<file path="config.mk">
export PLATFORM = sky130hd
export DESIGN_NAME = vector_memory_stage
export DESIGN_NICKNAME = d
export VERILOG_FILES = /design/src/vmem_pkg.sv /design/src/address_scheduler.sv /design/src/vector_memory_stage.sv
export VERILOG_INCLUDE_DIRS = /design/src /design/src/src
export SDC_FILE = /design/constraint.sdc
export NUM_CORES = 1
export LEC_CHECK = 0
export BUFFER_PORTS_ARGS = -buffer_cell sky130_fd_sc_hd__buf_2
export CORE_AREA = 2 2 137 240
export CTS_BUF_LIST = sky130_fd_sc_hd__clkbuf_8 sky130_fd_sc_hd__clkbuf_16
export DETAILED_ROUTE_END_ITERATION = 12
export DIE_AREA = 0 0 139 242
export SLEW_MARGIN = 20
export SYNTH_ARGS = -nofsm -noshare
export SYNTH_HDL_FRONTEND = slang
export SYNTH_SLANG_ARGS = --single-unit
</file>
<file path="constraint.sdc">
create_clock -name CLK -period 5.3 [get_ports CLK]
set_input_delay 0 -clock CLK [delete_from_list [all_inputs] [get_ports CLK]]
set_output_delay 0 -clock CLK [all_outputs]
set_load 0.005 [all_outputs]
</file>
<file path="src/vmem_consts.svh">
// Vector memory stage constants
`ifndef VMEM_CONSTS_SVH
`define VMEM_CONSTS_SVH

// Lane data width, also the memory word width
`define VMEM_XLEN 32

// Data memory size in words
`define VMEM_DEPTH 256

// Word index bits taken from the byte address above bit 1
`define VMEM_AWIDTH 8

// Element width codes carried in the bundle
`define EEW_8  2'd0
`define EEW_16 2'd1
`define EEW_32 2'd2

`endif

</file>
<file path="src/vmem_pkg.sv">
// Vector memory stage types
`include "vmem_consts.svh"

package vmem_pkg;

  typedef logic [`VMEM_XLEN-1:0] word_t;   // One lane value or memory word
  typedef logic [31:0]           addr_t;   // Byte address
  typedef logic [1:0]            eew_t;
  typedef logic [4:0]            vreg_t;
  typedef logic [5:0]            elem_idx_t;  // Element index and vl
  typedef logic [3:0]            byte_ena_t;

  // Scalar result riding alongside the vector bundle
  typedef struct packed {
    logic        rd_wen;
    logic [4:0]  rd_sel;
    word_t       rd_data;
  } scalar_wb_t;

  typedef struct packed {
    logic       valid;
    logic       load_ena;
    logic       store_ena;
    eew_t       eew;
    vreg_t      vd;
    elem_idx_t  index;
    elem_idx_t  vl;
    word_t      result0;     // Lane address on load/store
    word_t      result1;
    word_t      storedata0;
    word_t      storedata1;
    scalar_wb_t wb;
  } ex_mem_t;

  typedef struct packed {
    logic        ready;
    logic        exception;
    elem_idx_t   index;
    vreg_t       vd;
    logic [1:0]  wen;
    logic [63:0] wdata;      // Lane 1 in the upper half
  } rob_result_t;

  typedef struct packed {
    logic      ren;
    logic      wen;
    addr_t     addr;         // Word aligned
    byte_ena_t byte_ena;
    word_t     store_data;
  } mem_req_t;

  typedef enum logic [1:0] {
    IDLE,
    LANE0,
    LANE1,
    DONE
  } sched_state_t;

endpackage

</file>
<file path="src/address_scheduler.sv">
// Two-lane address scheduler
`timescale 1ns/1ps
`include "vmem_consts.svh"

module address_scheduler import vmem_pkg::*; (
  input  logic         CLK,
  input  logic         nRST,
  input  ex_mem_t      ex_in,
  input  logic         dhit,
  output mem_req_t     mem_req,
  output logic         busy,
  output logic         exception,
  output logic         arrived0,
  output logic [1:0]   offset0,
  output logic [1:0]   offset1
);

  sched_state_t state, next_state;

  addr_t      addr0, addr1, cur_addr;
  word_t      cur_sdata;
  logic [1:0] cur_off;
  byte_ena_t  elem_mask;
  logic       act0, act1;
  logic       mem_op, go, issue;

  // Element must sit on its natural boundary
  function automatic logic misaligned(input addr_t a, input eew_t e);
    case (e)
      `EEW_8:  misaligned = 1'b0;
      `EEW_16: misaligned = a[0];
      default: misaligned = |a[1:0];
    endcase
  endfunction

  assign addr0 = ex_in.result0;
  assign addr1 = ex_in.result1;

  assign offset0 = addr0[1:0];
  assign offset1 = addr1[1:0];

  // Lane k active while index + k < vl
  assign act0 = ex_in.index < ex_in.vl;
  assign act1 = ({1'b0, ex_in.index} + 7'd1) < {1'b0, ex_in.vl};

  assign mem_op    = ex_in.valid & (ex_in.load_ena | ex_in.store_ena);
  assign exception = mem_op & ((act0 & misaligned(addr0, ex_in.eew)) |
                               (act1 & misaligned(addr1, ex_in.eew)));
  assign go        = mem_op & act0 & ~exception;

  always_ff @(posedge CLK, negedge nRST) begin
    if (!nRST) begin
      state <= IDLE;
    end else begin
      state <= next_state;
    end
  end

  // Lane 0 goes out in the cycle the bundle shows up,
  // lane 1 one cycle after lane 0 returns
  always_comb begin
    next_state = state;
    busy       = 1'b0;
    issue      = 1'b0;
    arrived0   = 1'b0;
    case (state)
      IDLE: begin
        if (go) begin
          issue      = 1'b1;
          busy       = 1'b1;
          next_state = LANE0;
        end
      end
      LANE0: begin
        busy = 1'b1;
        if (dhit) begin
          arrived0 = 1'b1;
          if (act1) begin
            next_state = LANE1;
          end else begin
            busy       = 1'b0;                       // Single lane finishes here
            next_state = ex_in.valid ? IDLE : DONE;  // Valid drops while stalled
          end
        end
      end
      LANE1: begin
        if (dhit) begin
          next_state = ex_in.valid ? IDLE : DONE;
        end else begin
          // No hit yet means lane 1 is not in flight
          busy  = 1'b1;
          issue = 1'b1;
        end
      end
      DONE: begin
        // Held bundle reappears once the stall clears
        if (ex_in.valid) begin
          next_state = IDLE;
        end
      end
      default: next_state = IDLE;
    endcase
  end

  // Current lane selection
  assign cur_addr  = (state == LANE1) ? addr1 : addr0;
  assign cur_sdata = (state == LANE1) ? ex_in.storedata1 : ex_in.storedata0;
  assign cur_off   = cur_addr[1:0];

  always_comb begin
    case (ex_in.eew)
      `EEW_8:  elem_mask = 4'b0001;
      `EEW_16: elem_mask = 4'b0011;
      default: elem_mask = 4'b1111;
    endcase
  end

  assign mem_req.ren        = issue & ex_in.load_ena;
  assign mem_req.wen        = issue & ex_in.store_ena & ~ex_in.load_ena;
  assign mem_req.addr       = {cur_addr[31:2], 2'b00};
  assign mem_req.byte_ena   = elem_mask << cur_off;
  assign mem_req.store_data = cur_sdata << {cur_off, 3'b000};  // Place element at its byte lane

endmodule

</file>
<file path="src/vector_memory_stage.sv">
// Vector memory stage
`timescale 1ns/1ps
`include "vmem_consts.svh"

module vector_memory_stage import vmem_pkg::*; (
  input  logic        CLK,
  input  logic        nRST,
  input  ex_mem_t     ex_in,
  input  logic        stall,
  input  logic        flush,
  input  word_t       rdata,
  input  logic        dhit,
  output mem_req_t    mem_req,
  output logic        busy,
  output rob_result_t rob_out,
  output scalar_wb_t  wb_out
);

  ex_mem_t     sched_in;
  logic        exception, arrived0;
  logic [1:0]  offset0, offset1;
  word_t       load_buf;
  word_t       lane0_raw;
  word_t       lane0_word, lane1_word;
  logic        act0, act1;
  logic [1:0]  lane_wen;
  rob_result_t next_rob;

  // Shift down to the element, zero extend to eew
  function automatic word_t align_load(input word_t w, input logic [1:0] off,
                                       input eew_t e);
    word_t shifted;
    shifted = w >> {off, 3'b000};
    case (e)
      `EEW_8:  align_load = word_t'(shifted[7:0]);
      `EEW_16: align_load = word_t'(shifted[15:0]);
      default: align_load = shifted;
    endcase
  endfunction

  // Hold off new accesses during a stall
  always_comb begin
    sched_in       = ex_in;
    sched_in.valid = ex_in.valid & ~stall;
  end

  address_scheduler u_address_scheduler (
    .CLK       (CLK),
    .nRST      (nRST),
    .ex_in     (sched_in),
    .dhit      (dhit),
    .mem_req   (mem_req),
    .busy      (busy),
    .exception (exception),
    .arrived0  (arrived0),
    .offset0   (offset0),
    .offset1   (offset1)
  );

  // Lane 0 word parks here until lane 1 returns
  always_ff @(posedge CLK) begin
    if (arrived0) begin
      load_buf <= rdata;
    end
  end

  // Single-lane loads latch on the lane 0 hit itself
  assign lane0_raw = arrived0 ? rdata : load_buf;

  assign lane0_word = ex_in.load_ena ? align_load(lane0_raw, offset0, ex_in.eew)
                                     : ex_in.result0;
  assign lane1_word = ex_in.load_ena ? align_load(rdata, offset1, ex_in.eew)
                                     : ex_in.result1;

  assign act0 = ex_in.index < ex_in.vl;
  assign act1 = ({1'b0, ex_in.index} + 7'd1) < {1'b0, ex_in.vl};

  // Stores leave vd alone
  assign lane_wen = {act1, act0} & {2{ex_in.valid & ~exception & ~ex_in.store_ena}};

  always_comb begin
    next_rob.ready     = ex_in.valid;
    next_rob.exception = exception;
    next_rob.index     = ex_in.index;
    next_rob.vd        = ex_in.vd;
    next_rob.wen       = lane_wen;
    next_rob.wdata     = {lane1_word, lane0_word};
  end

  // Pipeline latch toward the ROB and scalar writeback
  always_ff @(posedge CLK, negedge nRST) begin
    if (!nRST) begin
      rob_out <= '0;
      wb_out  <= '0;
    end else if (flush) begin
      rob_out <= '0;
      wb_out  <= '0;
    end else if (!stall) begin
      if (busy) begin
        // Bubble while memory is in flight
        rob_out.ready <= 1'b0;
        rob_out.wen   <= '0;
        wb_out.rd_wen <= 1'b0;
      end else begin
        rob_out <= next_rob;
        wb_out  <= ex_in.wb;
      end
    end
  end

endmodule

</file>
## Yosys cells after proc, flatten, opt, wreduce, memory -nomap -nowiden

Cells that the tools add are included.
W data, S select, Z words.

| word-level totals | value |
|---|---|
| word-level logic and storage cells | 88 |
| register bits | 151 |
| input port bits | 225 |
| output and inout port bits | 188 |

| cells by class | value |
|---|---|
| multiplexer cells | 35 |
| reduce and logical (&&, ||, !) cells | 6 |
| equal/unequal tests | 10 |
| shift operators | 4 |
| magnitude comparators | 2 |
| $add $sub $neg | 1 |
| bitwise gates (word level) | 19 |

Operators by type and width:

| kind | number |
|---|---|
| $mux W32 | 5 |
| $mux W79 | 2 |
| $pmux W32 S2 | 2 |
| $mux W38 | 2 |
| $mux W64 | 1 |
| $shr A32 B5 Y32 | 2 |
| $mux W37 | 1 |
| $shl A32 B5 Y32 | 1 |
| $mux W2 | 7 |
| $and A1 B1 Y1 | 12 |
| $mux W12 | 1 |
| $mux W1 | 8 |
| $pmux W2 S4 | 1 |
| $pmux W4 S2 | 1 |
| $add A6 B1 Y7 const B | 1 |
| $lt A7 B6 Y1 | 1 |
| $lt A6 B6 Y1 | 1 |
| $ne A2 B1 Y1 const B | 3 |
| $ne A2 B2 Y1 const B | 3 |
| $pmux W1 S2 | 3 |
| $eq A2 B1 Y1 const B | 2 |
| $eq A2 B2 Y1 const B | 2 |
| $logic_not A2 Y1 | 2 |
| $not A1 Y1 | 4 |
| other kinds (7) | 9 |

## Logic depth before layout (Yosys ltp)

Gate-level depths: netlist (run 1).

| logic depth | value |
|---|---|
| depth after elaboration | 12 |
| gate-level depth with buffers | 12 |
| mapped depth without buffers | 10 |

## Hierarchy

Synthesis (run 1) repeated with hierarchy kept, for this count alone.

| second synthesis, totals | value |
|---|---|
| cell total of the unflattened synthesis | 1013 |
| area total of the unflattened synthesis | 9475.3 um^2 |

Modules (own cells, without submodules):

| module | cells each | area each (um^2) | instances |
|---|---|---|---|
| vector_memory_stage | 626 | 7253.2 | 1 |
| address_scheduler | 387 | 2222.1 | 1 |

## Least setup slack after synthesis (run 1)

OpenSTA, ideal clock, no wires.

| timing path | value |
|---|---|
| kind | input to register |
| from | input ex_in[172] (netlist bit) |
| to | register rob_out[0] (netlist bit) |
| arrival time | 2.086 ns |
| stages | 9 |
| required time | 5.222 ns |
| buffers on the path | 0 |
| path slack | 3.136 ns |
| cell sequence | ha_1 -> xor2_1 -> ha_1 -> a21o_1 -> a31oi_1 -> o21ai_2 -> o2111a_2 -> or4_1 -> a21oi_1 |

| between the ends | value |
|---|---|
| longest elaborated chain between the ends | 11 |

Ends and longest elaborated chain:

| what | RTL line | text |
|---|---|---|
| start, declared | vector_memory_stage.sv:8 | `input ex_mem_t ex_in,` |
| $add A6 B1 Y7 | address_scheduler.sv:44 | `assign act1 = ({1'b0, ex_in.index} + 7'd1) < {1'b0, ex_in.vl};` |
| $lt A7 B6 Y1 | address_scheduler.sv:44 |  |
| $and A1 B1 Y1 | address_scheduler.sv:48 | `(act1 & misaligned(addr1, ex_in.eew)));` |
| $or A1 B1 Y1 | address_scheduler.sv:47 | `assign exception = mem_op & ((act0 & misaligned(addr0, ex_in.eew)) \|` |
| $and A1 B1 Y1 | address_scheduler.sv:47 |  |
| $not A1 Y1 | address_scheduler.sv:49 | `assign go = mem_op & act0 & ~exception;` |
| $and A1 B1 Y1 | address_scheduler.sv:49 |  |
| $mux W1 | address_scheduler.sv:68 | `if (go) begin` |
| $pmux W1 S3 (*) | address_scheduler.sv:66 | `case (state)` |
| $ne A2 B2 Y1 (no line) (*) | n/a |  |
| $reduce_and A2 Y1 (no line) (*) | n/a |  |
| end signal, assigned | vector_memory_stage.sv:105 | `rob_out <= next_rob;` |
| end, declared | vector_memory_stage.sv:15 | `output rob_result_t rob_out,` |

Mark *: on every way between the ends. The rest lies on a longest branch, timed or not.
A chain may end at the register's enable or synchronous reset.

## Final worst setup path (run 1)

| timing path | value |
|---|---|
| from | input ex_in[172] (netlist bit) |
| to | register rob_out[8] (netlist bit) |

Same word-level chain as after synthesis.

==> impl_metrics.sql, run 1 <==
INSERT INTO impl_metrics (metric_group, metric, value, unit) VALUES
('die', 'io_pins', '413', ''),
('setup_path', 'critPathMaxFanout', '54', ''),
('setup_path', 'worst_reg_to_reg_cells', '8', ''),
('cts', 'cts_tree', 'done', ''),
('worst_hold_path', 'min_from', 'ex_in[109]', ''),
('detailed_routing', 'wirelength', '45.2', 'mm'),
('die', 'core_region_area', '31800', 'um^2'),
('pwr', 'netSwitchingFraction', '0.392', ''),
('flow_run', 'timing.max_cap.violations', '0', ''),
('cts', 'cts.sinks', '151', ''),
('sta', 'finalHoldViolCount', '1', ''),
('cts', 'worst_skew_late_latency', '0.45', 'ns'),
('final_layout', 'final_common_cell', 'sky130_fd_sc_hd__buf_2', ''),
('final_layout', 'finalInstanceArea', '13600', 'um^2'),
('synth', 'number_of_register_bits_inferred_by_synthesis', '151', ''),
('detailed_routing', 'drtIter0Drc', '732', ''),
('pwr', 'vdd_drop_max', '0.244', 'mV'),
('global_routing', 'antenna_found_initial', '5', ''),
('detailed_routing', 'detailroute.via_count', '10700', ''),
('die', 'dieWidth', '139', 'um'),
('cts', 'cts.htree.levels', '4', ''),
('detailed_routing', 'ant_nets', '0', ''),
('global_routing', 'grt_first_pass_wirelength', '66.5', 'mm'),
('sta', 'hold_slack', '-0.0107', 'ns'),
('global_routing', 'globalRoute.totalOverflow', '0', ''),
('sta', 'maxClockFrequency', '261', 'MHz'),
('pwr', 'static-leakage-power', '0.00647', 'uW'),
('run_status', 'violations', 'hold timing', ''),
('setup_path', 'critical_path_required', '5.63', 'ns'),
('setup_path', 'slowest_stage', 'sky130_fd_sc_hd__o2111a_2', ''),
('cts', 'cts_inserted_buffers', '17', ''),
('final_layout', 'area_growth', '44.0', '%'),
('setup_path', 'reg2reg_to', 'rob_out[8]', ''),
('pwr', 'seq_power_share', '0.299', ''),
('synth', 'postSynth.topFlopCell', 'sky130_fd_sc_hd__dfrtp_1', ''),
('detailed_routing', 'post_drt_wl_per_cell', '23.1', 'um'),
('sta', 'maximum_clock_skew_at_final_layout', '0.00848', 'ns'),
('worst_hold_path', 'timing.hold.worst_endpoint', 'rob_out[39]', ''),
('sta', 'period_needed', '3.83', 'ns'),
('synth', 'yosysSeqAreaShare', '0.384', ''),
('pwr', 'power', '5370', 'uW'),
('setup_path', 'crit-reg2reg-launch', 'u_address_scheduler.state[0]', ''),
('pwr', 'power.internal', '3260', 'uW'),
('place', 'placedInstanceArea', '11700', 'um^2'),
('synth', 'synth-async-reset-ratio', '0.788', ''),
('global_routing', 'grt_start_max_net_pins', '80', ''),
('synth', 'synth.area.top_cells', 'sky130_fd_sc_hd__dfrtp_1 32%, sky130_fd_sc_hd__mux2_2 9.4%, sky130_fd_sc_hd__a21oi_1 7.5%, sky130_fd_sc_hd__dfxtp_1 6.8%, sky130_fd_sc_hd__mux2i_1 6.8%', ''),
('die', 'design.die.area', '33600', 'um^2'),
('sta', 'finalMaxSlewViolations', '0', ''),
('final_layout', 'fillerInstances', '3145', ''),
('setup_path', 'setup.worst_path.start_class', 'input pin', ''),
('setup_path', 'setup.worst_path.class', 'in -> reg', ''),
('setup_path', 'max_stage_delay', '0.63', 'ns'),
('detailed_routing', 'drt_drc_violations_left', '0', ''),
('detailed_routing', 'drt_pass1_iterations', '5', ''),
('setup_path', 'worstPathBufferInverterCount', '3', ''),
('setup_path', 'path_delay_family', 'buffers and inverters', ''),
('setup_path', 'worstPathArrival', '4.16', 'ns'),
('pwr', 'power_per_cell_area', '396', 'nW/um^2'),
('run_status', 'outcome', 'finished, violations left', ''),
('final_layout', 'drive_above_1_share', '0.357', ''),
('setup_path', 'end_kind', 'flop', ''),
('worst_hold_path', 'timing.hold.worst.class', 'in -> reg', ''),
('final_layout', 'layout.cells.most_common_list', '408 x sky130_fd_sc_hd__buf_2, 142 x sky130_fd_sc_hd__a21oi_1, 123 x sky130_fd_sc_hd__dlygate4sd3_1', ''),
('synth', 'post_synth_instance_area', '9410', 'um^2'),
('synth', 'number_of_enable_flip_flop_cells_after_synthesis', '0', ''),
('synth', 'yosysWarningCount', '0', ''),
('synth', 'number_of_library_cell_types_mapped_by_synthesis', '57', ''),
('synth', 'gate_count_of_the_mapped_netlist', '1071', ''),
('sta', 'final-setup-viol-count', '0', ''),
('setup_path', 'cp_cell_sequence', 'dlygate4sd3_1, buf_2, ha_1, nand3_1, xnor2_1, ha_1, a21oi_1, o221a_2, o21ai_2, o2111a_2, nor2_4, buf_4, mux2_2', '');
## through the flow
stage                      util  instances
after floorplan               -       1072
after global placement    0.368       1797
after detailed placement  0.368       1797
after CTS                 0.426       1952
after global routing      0.426       1952
final                     0.427       1954
## repair_timing
action                    in CTS  in global routing
hold endpoints to repair     174                  0
hold buffers                 123                  0
setup buffers                  0                  0
resized for setup              0                  0
## layer usage
layer / vias up / global-route usage / part of all wire
li1: 4876 / - / -
met1: 5119 / 0.264 / 0.34
met2: 582 / 0.461 / 0.50
met3: 161 / 0.0516 / 0.065
met4: 6 / 0.216 / 0.094
met5: - / 0 / 0.00080
## layout make-up
cell class	instances	area (um^2)	share of cell area
well taps	400	500	0.0369
multi-input cells	799	5330	0.393
diodes	2	5.00	0.000369
inverters	21	78.8	0.00581
repair buffers	549	3410	0.251
clock buffers	18	439	0.0324
flip-flops and latches	151	3620	0.267
clock inverters	14	174	0.0128
## synth_stat cells, types with 10 or more instances
cell type	n
sky130_fd_sc_hd__buf_1	11
sky130_fd_sc_hd__buf_2	22
sky130_fd_sc_hd__mux2i_1	64
sky130_fd_sc_hd__a21oi_1	142
sky130_fd_sc_hd__nand2_1	96
sky130_fd_sc_hd__clkbuf_1	62
sky130_fd_sc_hd__a22oi_1	31
sky130_fd_sc_hd__ha_1	11
sky130_fd_sc_hd__inv_1	20
sky130_fd_sc_hd__mux2_2	79
sky130_fd_sc_hd__o21ai_1	10
sky130_fd_sc_hd__dfxtp_1	32
sky130_fd_sc_hd__nor2_1	77
sky130_fd_sc_hd__o21ai_0	69
sky130_fd_sc_hd__a211oi_1	58
sky130_fd_sc_hd__nor2b_1	11
sky130_fd_sc_hd__nand3_1	55
sky130_fd_sc_hd__dfrtp_1	119
## worst max path at each step
stage	start	endpoint	slack, ns	depth (start not counted)
after floorplan	ex_in[172]	rob_out[0]	3.14	9
after global placement	ex_in[172]	rob_out[8]	1.72	11
after detailed placement	ex_in[172]	rob_out[8]	1.62	12
after CTS	ex_in[172]	mem_req[68]	1.56	13
after global routing	ex_in[172]	rob_out[8]	1.28	13
final	ex_in[172]	rob_out[8]	1.47	13
## worst register-to-register path: stages (launching register included)
cell and delay, ns:
sky130_fd_sc_hd__dfrtp_1 0.49, sky130_fd_sc_hd__nand2b_4 0.44, sky130_fd_sc_hd__a21oi_1 0.16, sky130_fd_sc_hd__nor2_1 0.27
sky130_fd_sc_hd__o21ai_4 0.08, sky130_fd_sc_hd__buf_4 0.29, sky130_fd_sc_hd__nor2_4 0.32, sky130_fd_sc_hd__buf_4 0.62
sky130_fd_sc_hd__mux2_2 0.43
## cells by family after synthesis
group	count (synthesis)	share of synthesized area
flops	151	0.384
mux	150	0.179
compound gates	368	0.239
other cells	1	0.000398
fa+ha+maj	11	0.0146
buf+inv	122	0.0548
xor+xnor	4	0.00372
simple gates	264	0.124
## flip-flops by register name, indices dropped and copies added, names as in the netlist
register / flops
u_address_scheduler.state: 2
load_buf: 32
rob_out: 79
wb_out: 38
## power groups by stage
stage               registers, uW  clock network (uW)  logic (uW)
floorplan                    1610                   0        1410
global placement             1620                   0        2370
detailed placement           1630                   0        2390
CTS                          1610                1310        2470
global route                 1640                1360        2680
finish                       1610                1280        2480
(Power assumes the default switching activity.)
==> run 2, diff against run 1 <==
==> constraint.sdc (replaced) <==
create_clock -name CLK -period 3.7 [get_ports CLK]
set_input_delay 0 -clock CLK [delete_from_list [all_inputs] [get_ports CLK]]
set_output_delay 0 -clock CLK [all_outputs]
set_load 0.005 [all_outputs]
==> run 2 against run 1 <==
The run now ends clean. Highest routed layer unchanged. Critical path type unchanged. Setup slack lost 0.98 ns. Register-to-register slack lost 1.0 ns. Count of clock-buffer cells in the layout grew 1. Combinational power grew 46%. Power grew 42%. First-iteration DRC count shrank 4.5%. Critical path depth is the same. Sequential share of layout area is essentially flat. Clock skew shrank 0.00093 ns. Non-clock buffer count grew 1. Global-route usage grew 0.080 points. Hold slack gained 0.016 ns.
==> impl_metrics.sql, run 2 (synthesized netlist as in run 1, its figures left out) <==
INSERT INTO impl_metrics (metric_group, metric, value, unit) VALUES
('run_status', 'outcome', 'completed', ''),
('setup_path', 'r2r_setup_slack', '1.10', 'ns'),
('pwr', 'switchingPower', '2990', 'uW'),
('cts', 'cts.reportedPaths.clkPinSlew', '0.06', 'ns'),
('cts', 'cts.sinks', '151', ''),
('sta', 'finalHoldViolCount', '0', ''),
('die', 'rows', '87', ''),
('pwr', 'seq_power_share', '0.302', ''),
('cts', 'cts_inserted_buffers', '17', ''),
('detailed_routing', 'detailroute.via_count', '10700', ''),
('sta', 'hold_slack', '0.00558', 'ns'),
('cts', 'cts_tree', 'done', ''),
('die', 'dieWidth', '139', 'um'),
('detailed_routing', 'drt_pass1_iterations', '5', ''),
('final_layout', 'number_of_flip_flops_in_the_largest_register', '79', ''),
('final_layout', 'largest_registers', 'rob_out (79), wb_out (38), load_buf (32)', ''),
('global_routing', 'grt_pass1_vias', '10800', ''),
('worst_hold_path', 'timing.hold.worst.class', 'in -> reg', ''),
('die', 'design.die.area', '33600', 'um^2'),
('sta', 'headroom_to_the_max_slew_limit', '0.461', ''),
('sta', 'final-setup-viol-count', '0', ''),
('setup_path', 'end_kind', 'flop', ''),
('pwr', 'power', '7620', 'uW'),
('place', 'gpl.final_weighted_congestion', '0.925', ''),
('final_layout', 'regMostFlops', 'rob_out', ''),
('cts', 'cts_buffer_depth', '2', ''),
('setup_path', 'crit-reg2reg-launch', 'u_address_scheduler.state[1]', ''),
('pwr', 'share_clk_of_total_power', '0.225', ''),
('place', 'portBuffers', '410', ''),
('final_layout', 'nets_final', '1776', ''),
('final_layout', 'drive_above_1_share', '0.360', ''),
('sta', 'maximum_clock_skew_at_final_layout', '0.00754', 'ns'),
('global_routing', 'gr-usage-all-layers', '0.263', ''),
('die', 'core_region_area', '31800', 'um^2'),
('setup_path', 'critPathMaxFanout', '43', ''),
('cts', 'cts.htree.levels', '4', ''),
('place', 'placement.setup.worst_slack', '0.837', 'ns'),
('final_layout', 'area_growth', '43.8', '%'),
('pwr', 'static-leakage-power', '0.00650', 'uW'),
('cts', 'worst_skew_late_latency', '0.44', 'ns'),
('sta', 'timing_worst_slew_pin_value', '0.806', 'ns'),
('flow_run', 'timing.max_cap.violations', '0', ''),
('setup_path', 'setup.worst_path.class', 'in -> reg', ''),
('die', 'io_pins', '413', ''),
('detailed_routing', 'ant_nets', '0', ''),
('sta', 'rsz0062_at_grt', 'false', ''),
('detailed_routing', 'post_drt_wl_per_cell', '23.3', 'um'),
('global_routing', 'antenna_found_initial', '4', ''),
('cts', 'clockRootBuffer', 'sky130_fd_sc_hd__clkbuf_16', ''),
('pwr', 'comb_power_share', '0.473', ''),
('detailed_routing', 'wirelength', '45.6', 'mm'),
('setup_path', 'crit_end', 'u_address_scheduler.state[0]', ''),
('detailed_routing', 'drtIter0Drc', '699', ''),
('sta', 'finalMaxSlewViolations', '0', ''),
('pwr', 'vdd_drop_max', '0.660', 'mV'),
('setup_path', 'worst_reg_to_reg_cells', '7', ''),
('setup_path', 'reg2reg_to', 'rob_out[30]', ''),
('global_routing', 'grt_start_max_net_pins', '64', ''),
('detailed_routing', 'drt_drc_violations_left', '0', ''),
('setup_path', 'critical_path_required', '4.02', 'ns'),
('worst_hold_path', 'min_from', 'ex_in[105]', ''),
('global_routing', 'globalRoute.totalOverflow', '0', ''),
('die', 'chipHeight', '242', 'um'),
('final_layout', 'layout.cells.most_common_list', '408 x sky130_fd_sc_hd__buf_2, 142 x sky130_fd_sc_hd__a21oi_1, 119 x sky130_fd_sc_hd__dfrtp_1', ''),
('die', 'floorplan.initialDensity', '0.296', ''),
('sta', 'fin_tns_setup', '0', 'ns'),
('pwr', 'power.internal', '4640', 'uW'),
('pwr', 'netSwitchingFraction', '0.392', ''),
('setup_path', 'worstPathArrival', '3.54', 'ns'),
('global_routing', 'grt_first_pass_wirelength', '67.0', 'mm'),
('setup_path', 'setup.worst_path.start_class', 'input pin', ''),
('final_layout', 'final_common_cell', 'sky130_fd_sc_hd__buf_2', ''),
('place', 'dp.final_hpwl', '35.3', 'mm'),
('setup_path', 'worst_setup_path_startpoint', 'ex_in[172]', ''),
('sta', 'maxClockFrequency', '311', 'MHz'),
('detailed_routing', 'post_drt_via_cell_ratio', '5.45', ''),
('sta', 'worst_slack', '0.483', 'ns'),
('pwr', 'power_per_cell_area', '563', 'nW/um^2'),
('sta', 'layout_worst_path_cycle_share', '0.870', ''),
('sta', 'period_needed', '3.22', 'ns');
[run 2: cell count changes in the layout (fill, tap and decap cells not counted), sizes merged]
cell         before  now
clkinv            7    5
clkbuf           18   19
bufinv            3    2
buf             426  436
dlygate4sd3     123  114
diode             2    3
inv              23   25
[run 2: final cells by class]
type                    count  area [um^2]
fillers                  3161        18300
multi-input cells         799         5330
flip-flops and latches    151         3620
repair buffers            550         3430
well taps                 400          500
clock buffers              19          453
clock inverters            13          118
inverters                  21         78.8
diodes                      3         7.51
[run 2: per-stage QoR]
stage               std cells  cell area (um^2)  utilization
finish                   1956             13500        0.426
global route             1955             13500        0.426
CTS                      1953             13500        0.426
detailed placement       1807             11800        0.372
global placement         1807             11800        0.372
floorplan                1072              9420            -
[run 2: how the worst min path moves through the flow]
stage	endpoint	slack, ns	depth (start not counted)
floorplan	rob_out[0]	-0.30	0
global placement	wb_out[10]	0.04	1
detailed placement	wb_out[10]	0.04	1
CTS	rob_out[61]	0.003	3
global route	rob_out[35]	0.009	3
finish	rob_out[35]	0.006	3
[run 2: worst max-delay path, stage by stage]
cell                            delay [ns]
sky130_fd_sc_hd__dlygate4sd3_1        0.52
sky130_fd_sc_hd__buf_2                0.15
sky130_fd_sc_hd__ha_1                 0.21
sky130_fd_sc_hd__nand3_1              0.13
sky130_fd_sc_hd__xnor2_1              0.15
sky130_fd_sc_hd__ha_1                 0.29
sky130_fd_sc_hd__a21oi_1              0.14
sky130_fd_sc_hd__o221a_2              0.22
sky130_fd_sc_hd__o21ai_2              0.16
sky130_fd_sc_hd__o2111ai_4            0.23
sky130_fd_sc_hd__buf_4                0.46
sky130_fd_sc_hd__o221ai_1             0.24
sky130_fd_sc_hd__dlygate4sd3_1        0.61
[run 2: what timing repair did]
item / CTS / global route
buffers inserted: 0 / 0
setup endpoints to repair: 0 / 0
hold endpoints to repair: 149 / 0
hold buffers: 114 / 0
resized for setup: 0 / 0
[run 2: layer usage]
layer | track usage | part of all wire | vias to the layer above
met1 | 0.265 | 0.34 | 5087
li1 | - | - | 4886
met3 | 0.0492 | 0.062 | 130
met5 | 0 | 0.00029 | -
met2 | 0.482 | 0.52 | 555
met4 | 0.180 | 0.079 | 2
[run 2: power by group through the flow]
stage | sequential (uW) | combinational, uW | clock, uW
after floorplan | 2300 | 2010 | 0
after global placement | 2320 | 3440 | 0
after detailed placement | 2330 | 3480 | 0
after CTS | 2300 | 3590 | 1760
after global routing | 2350 | 3890 | 1820
final | 2300 | 3610 | 1720
